===== config.mk =====
export PLATFORM = sky130hd
export DESIGN_NAME = soc_top
export DESIGN_NICKNAME = d
export VERILOG_FILES = /design/src/hdl/pi1_pkg.sv /design/src/hdl/soc_dev_pkg.sv /design/src/hdl/pi1_if.sv /design/src/hdl/devtbl.sv /design/src/hdl/gpio.sv /design/src/hdl/intctrl.sv /design/src/hdl/pi1_arbiter.sv /design/src/hdl/pi1_decoder.sv /design/src/hdl/soc_top.sv
export SDC_FILE = /design/constraint.sdc
export NUM_CORES = 1
export LEC_CHECK = 0
export BUFFER_PORTS_ARGS = -buffer_cell sky130_fd_sc_hd__clkbuf_2
export CAP_MARGIN = 20
export CORE_ASPECT_RATIO = 0.6
export CORE_MARGIN = 3
export CORE_UTILIZATION = 43
export DETAILED_ROUTE_END_ITERATION = 12
export MAX_ROUTING_LAYER = met4
export PLACE_DENSITY = 0.73
export SLEW_MARGIN = 20
export SYNTH_ARGS = -nofsm -noshare
export SYNTH_HDL_FRONTEND = slang
export SYNTH_SLANG_ARGS = --single-unit

===== constraint.sdc =====
create_clock -name clk_2x_w -period 9.1 [get_ports clk_2x_w]
set_clock_uncertainty 0.05 [all_clocks]
set_input_delay 0.91 -clock clk_2x_w [delete_from_list [all_inputs] [get_ports clk_2x_w]]
set_output_delay 0.91 -clock clk_2x_w [all_outputs]
set_load 0.01 [all_outputs]

===== src/hdl/pi1_pkg.sv =====
`default_nettype none

package pi1_pkg;

	// Bus geometry, word addressed
	localparam int DATA_W = 32;
	localparam int SEL_W = DATA_W / 8;
	localparam int ADDR_W = 10;

	// Bus opcodes, RDWR swaps the old word out for the new one
	typedef enum logic [1:0] {
		PI1_NOP  = 2'b00,
		PI1_WR   = 2'b01,
		PI1_RD   = 2'b10,
		PI1_RDWR = 2'b11
	} pi1_op_t;

	// Word address map
	localparam logic [ADDR_W-1:0] DEVTBL_BASE = 10'h000;
	localparam logic [ADDR_W-1:0] GPIO_BASE = 10'h010;
	localparam logic [ADDR_W-1:0] INTCTRL_BASE = 10'h020;

	localparam int DEVTBL_SPAN = 16;
	localparam int GPIO_SPAN = 4;
	localparam int INTCTRL_SPAN = 4;

	// Decoder target, also the slot order of the device table
	typedef enum logic [1:0] {
		SLOT_DEVTBL  = 2'd0,
		SLOT_GPIO    = 2'd1,
		SLOT_INTCTRL = 2'd2,
		SLOT_INVALID = 2'd3
	} slot_t;

endpackage

`default_nettype wire


===== src/hdl/soc_dev_pkg.sv =====
`default_nettype none

package soc_dev_pkg;

	// Entries in the device table
	localparam int SLOT_COUNT = 4;

	// Device IDs as reported by the device table
	localparam logic [pi1_pkg::DATA_W-1:0] DEV_ID_DEVTBL = 32'd7;
	localparam logic [pi1_pkg::DATA_W-1:0] DEV_ID_GPIO = 32'd6;
	localparam logic [pi1_pkg::DATA_W-1:0] DEV_ID_INTCTRL = 32'd3;
	localparam logic [pi1_pkg::DATA_W-1:0] DEV_ID_INVALID = 32'd0;

	// Unmapped space is covered by the invalid-device responder
	localparam int INVALID_SPAN = 1024;

	localparam int GPIO_COUNT = 8;

	// Interrupt source indices
	localparam int INTSRC_GPIO = 0;
	localparam int INTSRC_EXT = 1;
	localparam int INTSRC_COUNT = 2;

	// Software warm reset length in clk_2x_w cycles
	localparam int RST_HOLD_CYCLES = 16;
	localparam int RST_CNTR_W = 5;

endpackage

`default_nettype wire


===== src/hdl/pi1_if.sv =====
`timescale 1ns/1ps
`default_nettype none

interface pi1_if;

	// Request fields, held by the master until rdy
	pi1_pkg::pi1_op_t op;
	logic [pi1_pkg::ADDR_W-1:0] addr;
	logic [pi1_pkg::DATA_W-1:0] wdata;
	logic [pi1_pkg::SEL_W-1:0] sel;

	// Response, rdata valid in the rdy cycle
	logic [pi1_pkg::DATA_W-1:0] rdata;
	logic rdy;

	modport mst (
		output op, addr, wdata, sel,
		input rdata, rdy
	);

	modport slv (
		input op, addr, wdata, sel,
		output rdata, rdy
	);

endinterface

`default_nettype wire


===== src/hdl/devtbl.sv =====
`timescale 1ns/1ps
`default_nettype none

module devtbl (
	input wire logic clk_2x_w,
	input wire logic rst_p,
	pi1_if.slv bus,
	output logic warm_rst_o
);

	logic [pi1_pkg::DATA_W-1:0] id_tbl [soc_dev_pkg::SLOT_COUNT];
	logic [pi1_pkg::DATA_W-1:0] size_tbl [soc_dev_pkg::SLOT_COUNT];
	logic [3:0] off;
	logic req;
	logic is_wr;
	logic rdy_q;
	logic [pi1_pkg::DATA_W-1:0] rdata_q;
	logic [pi1_pkg::DATA_W-1:0] rd_mux;
	logic [soc_dev_pkg::RST_CNTR_W-1:0] rst_cntr_q;

	// Slot order follows slot_t
	assign id_tbl[pi1_pkg::SLOT_DEVTBL] = soc_dev_pkg::DEV_ID_DEVTBL;
	assign id_tbl[pi1_pkg::SLOT_GPIO] = soc_dev_pkg::DEV_ID_GPIO;
	assign id_tbl[pi1_pkg::SLOT_INTCTRL] = soc_dev_pkg::DEV_ID_INTCTRL;
	assign id_tbl[pi1_pkg::SLOT_INVALID] = soc_dev_pkg::DEV_ID_INVALID;
	assign size_tbl[pi1_pkg::SLOT_DEVTBL] = pi1_pkg::DEVTBL_SPAN;
	assign size_tbl[pi1_pkg::SLOT_GPIO] = pi1_pkg::GPIO_SPAN;
	assign size_tbl[pi1_pkg::SLOT_INTCTRL] = pi1_pkg::INTCTRL_SPAN;
	assign size_tbl[pi1_pkg::SLOT_INVALID] = soc_dev_pkg::INVALID_SPAN;

	assign off = bus.addr[3:0];
	assign req = (bus.op != pi1_pkg::PI1_NOP) && !rdy_q;
	assign is_wr = (bus.op == pi1_pkg::PI1_WR) || (bus.op == pi1_pkg::PI1_RDWR);

	always_comb begin
		if (int'(off) < soc_dev_pkg::SLOT_COUNT)
			rd_mux = id_tbl[off[1:0]];
		else if (int'(off) < 2 * soc_dev_pkg::SLOT_COUNT)
			rd_mux = size_tbl[off[1:0]];
		else if (off == 4'hf)
			rd_mux = {{(pi1_pkg::DATA_W-1){1'b0}}, warm_rst_o};
		else
			rd_mux = '0;
	end

	always_ff @(posedge clk_2x_w) begin
		if (rst_p)
			rdy_q <= 1'b0;
		else
			rdy_q <= req;
		if (req)
			rdata_q <= rd_mux;
	end

	// Reset register takes effect at the edge that completes the write
	always_ff @(posedge clk_2x_w) begin
		if (rst_p)
			rst_cntr_q <= '0;
		else if (rdy_q && is_wr && off == 4'hf && bus.sel[0] && bus.wdata[0])
			rst_cntr_q <= soc_dev_pkg::RST_CNTR_W'(soc_dev_pkg::RST_HOLD_CYCLES);
		else if (rst_cntr_q != '0)
			rst_cntr_q <= rst_cntr_q - 1'b1;
	end

	assign warm_rst_o = (rst_cntr_q != '0);
	assign bus.rdy = rdy_q;
	assign bus.rdata = rdata_q;

endmodule

`default_nettype wire


===== src/hdl/gpio.sv =====
`timescale 1ns/1ps
`default_nettype none

module gpio (
	input wire logic clk_2x_w,
	input wire logic rst_p,
	input wire logic warm_rst_i,
	pi1_if.slv bus,
	input wire logic [soc_dev_pkg::GPIO_COUNT-1:0] gp_i,
	output logic [soc_dev_pkg::GPIO_COUNT-1:0] gp_o,
	output logic intrqst_o
);

	logic [soc_dev_pkg::GPIO_COUNT-1:0] sync1_q;
	logic [soc_dev_pkg::GPIO_COUNT-1:0] in_q;
	logic [soc_dev_pkg::GPIO_COUNT-1:0] prev_q;
	logic [soc_dev_pkg::GPIO_COUNT-1:0] out_q;
	logic [soc_dev_pkg::GPIO_COUNT-1:0] mask_q;
	logic [soc_dev_pkg::GPIO_COUNT-1:0] rd_mux;
	logic [pi1_pkg::DATA_W-1:0] rdata_q;
	logic rdy_q;
	logic req;
	logic wr;
	logic reg_rst;

	assign reg_rst = rst_p || warm_rst_i;
	assign req = (bus.op != pi1_pkg::PI1_NOP) && !rdy_q;
	assign wr = req && bus.sel[0] &&
		((bus.op == pi1_pkg::PI1_WR) || (bus.op == pi1_pkg::PI1_RDWR));

	// Two-flop input synchronizer plus a history stage for edge detect
	always_ff @(posedge clk_2x_w) begin
		if (rst_p) begin
			sync1_q <= '0;
			in_q <= '0;
			prev_q <= '0;
		end else begin
			sync1_q <= gp_i;
			in_q <= sync1_q;
			prev_q <= in_q;
		end
	end

	always_ff @(posedge clk_2x_w) begin
		if (reg_rst) begin
			out_q <= '0;
			mask_q <= '0;
		end else if (wr && bus.addr == 10'd1) begin
			out_q <= bus.wdata[soc_dev_pkg::GPIO_COUNT-1:0];
		end else if (wr && bus.addr == 10'd2) begin
			mask_q <= bus.wdata[soc_dev_pkg::GPIO_COUNT-1:0];
		end
	end

	always_comb begin
		case (bus.addr)
			10'd0: rd_mux = in_q;
			10'd1: rd_mux = out_q;
			10'd2: rd_mux = mask_q;
			default: rd_mux = '0;
		endcase
	end

	// Read data is captured before the write lands, which gives RDWR its old value
	always_ff @(posedge clk_2x_w) begin
		if (rst_p)
			rdy_q <= 1'b0;
		else
			rdy_q <= req;
		if (req)
			rdata_q <= {{(pi1_pkg::DATA_W-soc_dev_pkg::GPIO_COUNT){1'b0}}, rd_mux};
	end

	assign intrqst_o = |((in_q ^ prev_q) & mask_q);
	assign gp_o = out_q;
	assign bus.rdy = rdy_q;
	assign bus.rdata = rdata_q;

endmodule

`default_nettype wire


===== src/hdl/intctrl.sv =====
`timescale 1ns/1ps
`default_nettype none

module intctrl (
	input wire logic clk_2x_w,
	input wire logic rst_p,
	input wire logic warm_rst_i,
	pi1_if.slv bus,
	input wire logic [soc_dev_pkg::INTSRC_COUNT-1:0] src_i,
	output logic irq_o
);

	logic [soc_dev_pkg::INTSRC_COUNT-1:0] pend_q;
	logic [soc_dev_pkg::INTSRC_COUNT-1:0] en_q;
	logic [soc_dev_pkg::INTSRC_COUNT-1:0] clr;
	logic [soc_dev_pkg::INTSRC_COUNT-1:0] rd_mux;
	logic [pi1_pkg::DATA_W-1:0] rdata_q;
	logic rdy_q;
	logic req;
	logic wr;

	assign req = (bus.op != pi1_pkg::PI1_NOP) && !rdy_q;
	assign wr = req && bus.sel[0] &&
		((bus.op == pi1_pkg::PI1_WR) || (bus.op == pi1_pkg::PI1_RDWR));

	// Write one to clear, a new pulse in the same cycle wins
	assign clr = (wr && bus.addr == 10'd0) ?
		bus.wdata[soc_dev_pkg::INTSRC_COUNT-1:0] : '0;

	always_ff @(posedge clk_2x_w) begin
		if (rst_p || warm_rst_i) begin
			pend_q <= '0;
			en_q <= '0;
		end else begin
			pend_q <= (pend_q & ~clr) | src_i;
			if (wr && bus.addr == 10'd1)
				en_q <= bus.wdata[soc_dev_pkg::INTSRC_COUNT-1:0];
		end
	end

	assign rd_mux = (bus.addr == 10'd0) ? pend_q : (bus.addr == 10'd1) ? en_q : '0;

	always_ff @(posedge clk_2x_w) begin
		if (rst_p)
			rdy_q <= 1'b0;
		else
			rdy_q <= req;
		if (req)
			rdata_q <= {{(pi1_pkg::DATA_W-soc_dev_pkg::INTSRC_COUNT){1'b0}}, rd_mux};
	end

	assign irq_o = |(pend_q & en_q);
	assign bus.rdy = rdy_q;
	assign bus.rdata = rdata_q;

endmodule

`default_nettype wire


===== src/hdl/pi1_arbiter.sv =====
`timescale 1ns/1ps
`default_nettype none

module pi1_arbiter (
	input wire logic clk_2x_w,
	input wire logic rst_p,
	pi1_if.slv m0_bus,
	pi1_if.slv m1_bus,
	pi1_if.mst sys_bus
);

	typedef enum logic {
		ARB_IDLE,
		ARB_BUSY
	} arb_state_t;

	arb_state_t state_q;
	// Granted master, 0 for m0 and 1 for m1
	logic gnt_q;
	logic last_q;
	logic req0;
	logic req1;
	logic pick;
	logic busy;

	assign req0 = (m0_bus.op != pi1_pkg::PI1_NOP);
	assign req1 = (m1_bus.op != pi1_pkg::PI1_NOP);
	assign busy = (state_q == ARB_BUSY);

	// On a tie the master not served last wins
	always_comb begin
		if (req0 && req1)
			pick = ~last_q;
		else
			pick = req1;
	end

	always_ff @(posedge clk_2x_w) begin
		if (rst_p) begin
			state_q <= ARB_IDLE;
			gnt_q <= 1'b0;
			last_q <= 1'b1;
		end else begin
			case (state_q)
				ARB_IDLE: begin
					if (req0 || req1) begin
						state_q <= ARB_BUSY;
						gnt_q <= pick;
					end
				end
				ARB_BUSY: begin
					// Release in the same edge that completes the transfer
					if (sys_bus.rdy) begin
						state_q <= ARB_IDLE;
						last_q <= gnt_q;
					end
				end
				default: state_q <= ARB_IDLE;
			endcase
		end
	end

	assign sys_bus.op = busy ? (gnt_q ? m1_bus.op : m0_bus.op) : pi1_pkg::PI1_NOP;
	assign sys_bus.addr = gnt_q ? m1_bus.addr : m0_bus.addr;
	assign sys_bus.wdata = gnt_q ? m1_bus.wdata : m0_bus.wdata;
	assign sys_bus.sel = gnt_q ? m1_bus.sel : m0_bus.sel;

	// Responses go back to the granted master only
	assign m0_bus.rdy = busy && !gnt_q && sys_bus.rdy;
	assign m1_bus.rdy = busy && gnt_q && sys_bus.rdy;
	assign m0_bus.rdata = (busy && !gnt_q) ? sys_bus.rdata : '0;
	assign m1_bus.rdata = (busy && gnt_q) ? sys_bus.rdata : '0;

endmodule

`default_nettype wire


===== src/hdl/pi1_decoder.sv =====
`timescale 1ns/1ps
`default_nettype none

module pi1_decoder (
	input wire logic clk_2x_w,
	input wire logic rst_p,
	pi1_if.slv sys_bus,
	pi1_if.mst devtbl_bus,
	pi1_if.mst gpio_bus,
	pi1_if.mst intctrl_bus
);

	pi1_pkg::slot_t slot;
	logic inv_rdy_q;

	function automatic logic in_win(input int a, input int base, input int span);
		return (a >= base) && (a < base + span);
	endfunction

	always_comb begin
		if (in_win(int'(sys_bus.addr), int'(pi1_pkg::DEVTBL_BASE), pi1_pkg::DEVTBL_SPAN))
			slot = pi1_pkg::SLOT_DEVTBL;
		else if (in_win(int'(sys_bus.addr), int'(pi1_pkg::GPIO_BASE), pi1_pkg::GPIO_SPAN))
			slot = pi1_pkg::SLOT_GPIO;
		else if (in_win(int'(sys_bus.addr), int'(pi1_pkg::INTCTRL_BASE),
				pi1_pkg::INTCTRL_SPAN))
			slot = pi1_pkg::SLOT_INTCTRL;
		else
			slot = pi1_pkg::SLOT_INVALID;
	end

	// Only the selected slave sees a live op
	assign devtbl_bus.op = (slot == pi1_pkg::SLOT_DEVTBL) ? sys_bus.op : pi1_pkg::PI1_NOP;
	assign gpio_bus.op = (slot == pi1_pkg::SLOT_GPIO) ? sys_bus.op : pi1_pkg::PI1_NOP;
	assign intctrl_bus.op = (slot == pi1_pkg::SLOT_INTCTRL) ? sys_bus.op : pi1_pkg::PI1_NOP;

	assign devtbl_bus.addr = sys_bus.addr - pi1_pkg::DEVTBL_BASE;
	assign gpio_bus.addr = sys_bus.addr - pi1_pkg::GPIO_BASE;
	assign intctrl_bus.addr = sys_bus.addr - pi1_pkg::INTCTRL_BASE;

	assign devtbl_bus.wdata = sys_bus.wdata;
	assign gpio_bus.wdata = sys_bus.wdata;
	assign intctrl_bus.wdata = sys_bus.wdata;
	assign devtbl_bus.sel = sys_bus.sel;
	assign gpio_bus.sel = sys_bus.sel;
	assign intctrl_bus.sel = sys_bus.sel;

	// Invalid-device responder, one cycle and rdata zero
	always_ff @(posedge clk_2x_w) begin
		if (rst_p)
			inv_rdy_q <= 1'b0;
		else
			inv_rdy_q <= (slot == pi1_pkg::SLOT_INVALID) &&
				(sys_bus.op != pi1_pkg::PI1_NOP) && !inv_rdy_q;
	end

	always_comb begin
		case (slot)
			pi1_pkg::SLOT_DEVTBL: begin
				sys_bus.rdy = devtbl_bus.rdy;
				sys_bus.rdata = devtbl_bus.rdata;
			end
			pi1_pkg::SLOT_GPIO: begin
				sys_bus.rdy = gpio_bus.rdy;
				sys_bus.rdata = gpio_bus.rdata;
			end
			pi1_pkg::SLOT_INTCTRL: begin
				sys_bus.rdy = intctrl_bus.rdy;
				sys_bus.rdata = intctrl_bus.rdata;
			end
			default: begin
				sys_bus.rdy = inv_rdy_q;
				sys_bus.rdata = '0;
			end
		endcase
	end

endmodule

`default_nettype wire


===== src/hdl/soc_top.sv =====
`timescale 1ns/1ps
`default_nettype none

module soc_top (
	input wire logic clk_2x_w,
	input wire logic rst_p,
	input wire pi1_pkg::pi1_op_t m0_op_i,
	input wire logic [pi1_pkg::ADDR_W-1:0] m0_addr_i,
	input wire logic [pi1_pkg::DATA_W-1:0] m0_wdata_i,
	input wire logic [pi1_pkg::SEL_W-1:0] m0_sel_i,
	output logic [pi1_pkg::DATA_W-1:0] m0_rdata_o,
	output logic m0_rdy_o,
	input wire pi1_pkg::pi1_op_t m1_op_i,
	input wire logic [pi1_pkg::ADDR_W-1:0] m1_addr_i,
	input wire logic [pi1_pkg::DATA_W-1:0] m1_wdata_i,
	input wire logic [pi1_pkg::SEL_W-1:0] m1_sel_i,
	output logic [pi1_pkg::DATA_W-1:0] m1_rdata_o,
	output logic m1_rdy_o,
	input wire logic [soc_dev_pkg::GPIO_COUNT-1:0] gp_i,
	input wire logic ext_irq_i,
	output logic [soc_dev_pkg::GPIO_COUNT-1:0] gp_o,
	output logic irq_o
);

	pi1_if m0_bus ();
	pi1_if m1_bus ();
	pi1_if sys_bus ();
	pi1_if devtbl_bus ();
	pi1_if gpio_bus ();
	pi1_if intctrl_bus ();

	logic warm_rst;
	logic gpio_irq;
	logic [soc_dev_pkg::INTSRC_COUNT-1:0] int_src;

	// Plain master ports onto the bus interfaces
	assign m0_bus.op = m0_op_i;
	assign m0_bus.addr = m0_addr_i;
	assign m0_bus.wdata = m0_wdata_i;
	assign m0_bus.sel = m0_sel_i;
	assign m0_rdata_o = m0_bus.rdata;
	assign m0_rdy_o = m0_bus.rdy;
	assign m1_bus.op = m1_op_i;
	assign m1_bus.addr = m1_addr_i;
	assign m1_bus.wdata = m1_wdata_i;
	assign m1_bus.sel = m1_sel_i;
	assign m1_rdata_o = m1_bus.rdata;
	assign m1_rdy_o = m1_bus.rdy;

	assign int_src[soc_dev_pkg::INTSRC_GPIO] = gpio_irq;
	assign int_src[soc_dev_pkg::INTSRC_EXT] = ext_irq_i;

	pi1_arbiter u_arbiter (.clk_2x_w(clk_2x_w), .rst_p(rst_p),
		.m0_bus(m0_bus), .m1_bus(m1_bus), .sys_bus(sys_bus));

	pi1_decoder u_decoder (.clk_2x_w(clk_2x_w), .rst_p(rst_p), .sys_bus(sys_bus),
		.devtbl_bus(devtbl_bus), .gpio_bus(gpio_bus), .intctrl_bus(intctrl_bus));

	devtbl u_devtbl (.clk_2x_w(clk_2x_w), .rst_p(rst_p), .bus(devtbl_bus),
		.warm_rst_o(warm_rst));

	gpio u_gpio (.clk_2x_w(clk_2x_w), .rst_p(rst_p), .warm_rst_i(warm_rst),
		.bus(gpio_bus), .gp_i(gp_i), .gp_o(gp_o), .intrqst_o(gpio_irq));

	intctrl u_intctrl (.clk_2x_w(clk_2x_w), .rst_p(rst_p), .warm_rst_i(warm_rst),
		.bus(intctrl_bus), .src_i(int_src), .irq_o(irq_o));

endmodule

`default_nettype wire


After elaboration in Yosys (flattened, before gate mapping)
Index checks and enable logic that the tools add are counted.
{"block": "op_classes", "add_sub_neg": 3, "n_lt_le_gt_ge": 8, "eq_ne": 13, "muxes": 34, "bitwise": 10, "reduce_logical": 51}
{"cell": "two-way mux 32 bit", "count": 8}
{"cell": "binary-select mux 32 bit (select 2 bit)", "count": 2}
{"cell": "one-hot mux 32 bit (3 select lines)", "count": 1}
{"cell": "logical AND 1 bit", "count": 24}
{"cell": "one-hot mux 8 bit (3 select lines)", "count": 1}
{"cell": "== test 10 x 1 -> 1 bit (second input constant)", "count": 2}
{"cell": "logical NOT 10 bit", "count": 2}
{"cell": "< comparator 10 x 5 -> 1 bit (second input constant)", "count": 2}
{"cell": "two-way mux 2 bit", "count": 10}
{"cell": "nonzero test 2 bit", "count": 7}
{"cell": "== test 10 x 2 -> 1 bit (second input constant)", "count": 1}
{"cell": "== test 2 bit (second input constant)", "count": 5}
{"cell": "greater-or-equal comparator 10 x 5 -> 1 bit (second input constant)", "count": 1}
{"cell": "greater-or-equal comparator 10 x 6 -> 1 bit (second input constant)", "count": 1}
{"cell": "< comparator 10 x 6 -> 1 bit (second input constant)", "count": 1}
{"cell": "two-way mux 10 bit", "count": 1}
{"cell": "two-way mux 5 bit", "count": 2}
{"cell": "subtractor 10 x 5 -> 10 bit (second input constant)", "count": 1}
{"cell": "subtractor 10 x 6 -> 10 bit (second input constant)", "count": 1}
{"cell": "AND 8 bit", "count": 1}
{"cell": "== test 2 x 1 -> 1 bit (second input constant)", "count": 4}
{"cell": "two-way mux 8 bit", "count": 1}
{"cell": "OR reduction 8 bit", "count": 1}
{"cell": "XOR 8 bit", "count": 1}
{"cell": "other kinds (19)", "count": 38}
{"block": "totals", "regBits": 98, "inputBits": 107, "elab_cells": 138}

Longest topological paths before layout
{"block": "depth", "depth_word": 17, "mapped_depth": 11, "mapped_depth_nobuf": 7}

By module
A second synthesis with hierarchy kept.
{"block": "hier_totals", "cells_unflattened": 775, "hier_area_um2": 6593.8}
{"mod": "gpio", "n_inst": 1, "cells_per_inst": 197, "area_per_inst_um2": 2047.0, "seq_area_each_um2": 1061.0}
{"mod": "pi1_decoder", "n_inst": 1, "cells_per_inst": 290, "area_per_inst_um2": 2028.2, "seq_area_each_um2": 20.0}
{"mod": "pi1_arbiter", "n_inst": 1, "cells_per_inst": 146, "area_per_inst_um2": 1198.6, "seq_area_each_um2": 60.1}
{"mod": "devtbl", "n_inst": 1, "cells_per_inst": 75, "area_per_inst_um2": 733.2, "seq_area_each_um2": 270.3}
{"mod": "intctrl", "n_inst": 1, "cells_per_inst": 67, "area_per_inst_um2": 586.8, "seq_area_each_um2": 160.2}

Worst setup path after synthesis
OpenSTA, ideal clock, no wires.
{"block": "synth_path", "kind": "flip-flop to flip-flop", "start": "register u_arbiter.gnt_q", "end": "register u_gpio.mask_q[0] (netlist name)", "t_arrival_ps": 3051, "t_required_ps": 8927, "path_slack_ps": 5876, "path_stages_with_launch": 12, "path_buffers": 4, "period_less_slack_ps": 3224, "path_cell_list": "dfxtp_1 -> buf_6 -> buf_4 -> clkbuf_1 -> buf_1 -> mux2i_1 -> ha_1 -> nor2b_1 -> xnor2_2 -> nor4b_4 -> nand4_4 -> mux2i_1"}
{"block": "synth_via", "elab_chain_cells": 15}
{"element": "start, declared", "line_no": "pi1_arbiter.sv:19", "text": "logic gnt_q;"}
{"element": "start signal, assigned", "line_no": "pi1_arbiter.sv:48", "text": "gnt_q <= pick;"}
{"element": "two-way mux 10 bit", "line_no": "pi1_arbiter.sv:64", "text": "assign sys_bus.addr = gnt_q ? m1_bus.addr : m0_bus.addr;"}
{"element": "greater-or-equal comparator 10 x 6 -> 1 bit / < comparator 10 x 6 -> 1 bit (equally long branches)", "line_no": "pi1_decoder.sv:17", "text": "return (a >= base) && (a < base + span);"}
{"element": "logical AND 1 bit", "line_no": "pi1_decoder.sv:17"}
{"element": "two-way mux 1 bit", "line_no": "pi1_decoder.sv:25", "text": "else if (in_win(int'(sys_bus.addr), int'(pi1_pkg::INTCTRL_BASE),"}
{"element": "two-way mux 2 bit", "line_no": "pi1_decoder.sv:23", "text": "else if (in_win(int'(sys_bus.addr), int'(pi1_pkg::GPIO_BASE), pi1_pkg::GPIO_SPAN))"}
{"element": "two-way mux 2 bit", "line_no": "pi1_decoder.sv:21", "text": "if (in_win(int'(sys_bus.addr), int'(pi1_pkg::DEVTBL_BASE), pi1_pkg::DEVTBL_SPAN))"}
{"element": "== test 2 x 1 -> 1 bit", "line_no": "pi1_decoder.sv:34", "text": "assign gpio_bus.op = (slot == pi1_pkg::SLOT_GPIO) ? sys_bus.op : pi1_pkg::PI1_NOP;"}
{"element": "two-way mux 2 bit", "line_no": "pi1_decoder.sv:34"}
{"element": "nonzero test 2 bit", "line_no": "gpio.sv:27", "text": "assign req = (bus.op != pi1_pkg::PI1_NOP) && !rdy_q;"}
{"element": "logical AND 1 bit", "line_no": "gpio.sv:27"}
{"element": "logical AND 1 bit (2 in a row)", "line_no": "gpio.sv:28", "text": "assign wr = req && bus.sel[0] &&"}
{"element": "logical AND 1 bit", "line_no": "gpio.sv:48", "text": "end else if (wr && bus.addr == 10'd1) begin"}
{"element": "inverter 1 bit (no line)"}
{"element": "AND reduction 2 bit (no line)"}
{"element": "end signal, assigned", "line_no": "gpio.sv:51", "text": "mask_q <= bus.wdata[soc_dev_pkg::GPIO_COUNT-1:0];"}
{"element": "end, declared", "line_no": "gpio.sv:18", "text": "logic [soc_dev_pkg::GPIO_COUNT-1:0] mask_q;"}
Parallel ways exist; a longest one is shown, timed or not.
A chain may end at the register's enable or synchronous reset.

Worst setup path after layout
{"block": "layout_path", "start": "input port m1_addr_i[8] (netlist name)", "end": "output port m0_rdata_o[1] (netlist name)"}
{"block": "layout_via", "elab_chain_cells": 9}
{"element": "start, declared", "line_no": "soc_top.sv:14", "text": "input wire logic [pi1_pkg::ADDR_W-1:0] m1_addr_i,"}
{"element": "two-way mux 10 bit (*)", "line_no": "pi1_arbiter.sv:64"}
{"element": "greater-or-equal comparator 10 x 6 -> 1 bit / < comparator 10 x 6 -> 1 bit (equally long branches)", "line_no": "pi1_decoder.sv:17"}
{"element": "logical AND 1 bit", "line_no": "pi1_decoder.sv:17"}
{"element": "two-way mux 1 bit", "line_no": "pi1_decoder.sv:25"}
{"element": "two-way mux 2 bit", "line_no": "pi1_decoder.sv:23"}
{"element": "two-way mux 2 bit (*)", "line_no": "pi1_decoder.sv:21"}
{"element": "== test 2 bit (tied with other cells)", "line_no": "pi1_decoder.sv:58", "text": "case (slot)"}
{"element": "one-hot mux 32 bit (3 select lines) (*)", "line_no": "pi1_decoder.sv:58"}
{"element": "two-way mux 32 bit (*)", "line_no": "pi1_arbiter.sv:71", "text": "assign m0_bus.rdata = (busy && !gnt_q) ? sys_bus.rdata : '0;"}
{"element": "end, declared", "line_no": "soc_top.sv:11", "text": "output logic [pi1_pkg::DATA_W-1:0] m0_rdata_o,"}
Mark *: on every way between the ends. The rest lies on a longest branch, timed or not.

==> results.yml <==
grt:
  grt_pass1_vias: 2836
  grt_pass1_wl_um: 14400
  grt-ovfl-total: 0
  grt_usage: 0.186
  grt_max_degree: 36
  antenna_found_initial: 0
clocking:
  cts_resized: 0
  ctsHoldBuffers: 0
  clockBufferDepth: 2
  clk_latency_ns: 0.33
  root_buffer: "clkbuf_16"
  cts-htree-levels: 3
  cts_tree: "built"
  clk_pin_slew_worst_paths_ns: 0.05
  cts_sinks: 71
  cts_made_buffers: 9
  cts_setup_buffers: 0
logic_synthesis:
  syn_inst: 414
  seq_area_frac_synth: 0.397
  synth_seq_cells: 71
  synth_ff_type: "dfxtp_1"
  ys_types: 64
  ys_warn_count: 0
  syn_area_per_cell_um2: 9.57
  synth_top_area_frac: 0.283
  synth_edf_count: 15
  synth_area_leaders: "dfxtp_1 (28%), edfxtp_1 (11%), buf_4 (8.9%)"
  yosysTopAreaCell: "dfxtp_1"
  synthArstFlopShare: 0
  synthesis.area_um2: 3960
timing:
  rsz0062_at_grt: "no"
  hold_viol_final: 0
  finalCritPeriodShare: 0.434
  setup_viol: 0
  slew_headroom: 0.365
  finalCriticalPeriod_ns: 3.95
  maxSlewViolCount: 0
  worst_slew_pin_slew_ns: 0.950
  final.setup.worst_slack_ns: 5.15
  max_freq_mhz: 253
  finalSetupTns_ns: 0
detailed_routing:
  wl_per_cell_um: 15.4
  ant_nets: 0
  wirelength_um: 9410
  routed_via_density: 5.26
  drc: 0
  first_pass_iters: 6
  route.vias.total: 3208
  drt_first_iter_violations: 283
floorplan:
  start_util: 0.455
  core.rowCount: 26
  core_um2: 8720
  die_y_um: 80.4
  dieArea_um2: 10400
  die-width_um: 130
  pin_count: 182
worst_hold_path:
  min_path_type: "reg2reg"
place:
  dp_slack_ns: 5.22
  globalplace.congestion: 0.876
  numPortBuffers: 81
  hpwl_um: 7230
  placed_area_um2: 4280
run:
  cap_violations: 0
final_layout:
  layout-drive-gt1-share: 0.233
  diodes: 0
  syn_to_final_growth_pct: 15.7
  design_area_um2: 4580
  fin_nets: 609
  final_core_util: 0.526
power:
  power_leakage_nw: 2.13
  ir_drop_uv: 86.6
  power.density_nw_per_um2: 191
setup_path:
  r2r_slack_ns: 5.70
  path_class: "in2out"
  cp.arrival_ns: 2.99
  end_kind: "output pin"
  cp_max_fo: 12
  critical_path_required_ns: 8.14
  start_kind: "input port"
run_status:
  outcome: "completed"
[logic make-up (layout without fill, tap and decap cells)]
| group | after synthesis | after routing | share of synthesized area |
|---|---|---|---|
| xor+xnor | 12 | 12 | 0.0284 |
| flops | 71 | 71 | 0.397 |
| simple gates | 153 | 153 | 0.226 |
| compound gates | 60 | 60 | 0.115 |
| buf+inv | 76 | 115 | 0.118 |
| fa+ha+maj | 9 | 9 | 0.0284 |
| mux | 32 | 32 | 0.0868 |
| other cells | 1 | 46 | 0.000946 |
[final timing paths]
| path | startpoint | to | cells after the start |
|---|---|---|---|
| worst min-delay path | u_gpio.sync1_q[3] | u_gpio.in_q[3] | 1 |
| worst min register to register | u_gpio.sync1_q[3] | u_gpio.in_q[3] | 1 |
| worst max-delay path | m1_addr_i[8] | m0_rdata_o[1] | 7 |
| worst max register to register | u_arbiter.gnt_q | u_gpio.bus.rdata[4] | 8 |
[flip-flops by register name, indices dropped and copies added (netlist names)]
| name | cells |
|---|---|
| u_gpio.bus.rdata | 8 |
| u_gpio.gp_o | 8 |
| u_gpio.in_q | 8 |
| u_gpio.mask_q | 8 |
| u_gpio.prev_q | 8 |
| u_gpio.sync1_q | 8 |
| u_devtbl.bus.rdata | 5 |
| u_devtbl.rst_cntr_q | 5 |
| u_intctrl.bus.rdata | 2 |
| u_intctrl.en_q | 2 |
| u_intctrl.pend_q | 2 |
| u_arbiter.busy | 1 |
| u_arbiter.gnt_q | 1 |
| u_arbiter.last_q | 1 |
| u_decoder.inv_rdy_q | 1 |
| u_devtbl.bus.rdy | 1 |
| u_gpio.bus.rdy | 1 |
| u_intctrl.bus.rdy | 1 |
[critical path, stage by stage]
cell      delay [ns]
clkbuf_2        0.09
nor4_1          0.50
a22oi_1         0.25
nor2_1          0.63
a222oi_1        0.26
nor2_1          0.20
clkbuf_2        0.16
[layer usage]
metal,track usage,wire length (um),up-vias
met5,-,0,-
met4,0.0467,68,0
met3,0.0538,790,10
met2,0.263,3970,165
met1,0.260,4570,1488
li1,-,-,1545
[cell usage in the layout (no fill, tap or decap), types with 3 or more instances in the layout]
cell type,instances
clkbuf_2,81
dfxtp_1,56
conb_1,46
nand2_1,37
nor2_1,29
nor2b_1,26
mux2i_1,22
inv_1,17
edfxtp_1,15
nor3_1,11
a222oi_1,10
mux2_2,9
a21oi_1,9
a22oi_1,9
and3_1,9
ha_1,9
clkbuf_16,9
o21ai_0,8
xor2_1,8
and2_1,6
nor4_1,4
nand3b_1,3
o22ai_1,3
nand3_1,3
xnor2_1,3
or4_1,3
[cell usage after synthesis (all sizes together), types with 2 or more instances]
cell type	count
dfxtp	56
buf	50
nand2	37
nor2	29
nor2b	26
mux2i	23
inv	17
edfxtp	15
nor3	12
a222oi	10
a21oi	9
a22oi	9
and3	9
clkbuf	9
ha	9
mux2	9
o21ai	8
xor2	8
and2	6
nor4	5
nand3	4
nor4b	4
xnor2	4
nand3b	3
o22ai	3
or4	3
and2b	2
nand2b	2
nand4b	2
nor3b	2
o211a	2
o31ai	2
or3	2
or3b	2
[layout make-up]
type                            instances  area, um2
Tap cell                              112        140
Clock buffer                           11        233
Fill cell                             820       4130
Timing Repair Buffer                   82        413
Inverter                               17       63.8
Sequential cell                        71       1570
Multi-Input combinational cell        312       2090
Clock inverter                          5       72.6
[per-stage QoR]
stage | std cells | power (mW) | hold slack (ns)
final | 610 | 0.875 | 0.382
after global routing | 610 | 0.919 | 0.403
after CTS | 610 | 0.878 | 0.386
after detailed placement | 594 | 0.518 | 0.375
after global placement | 594 | 0.510 | 0.371
after floorplan | 459 | 0.493 | 0.364
[power by group]
part	total (mW)	internal (mW)	switching (mW)
sequential	0.354	0.338	0.0158
clock	0.361	0.238	0.124
combinational	0.159	0.0602	0.0990
Note: power is estimated with default switching activity, not from simulation.
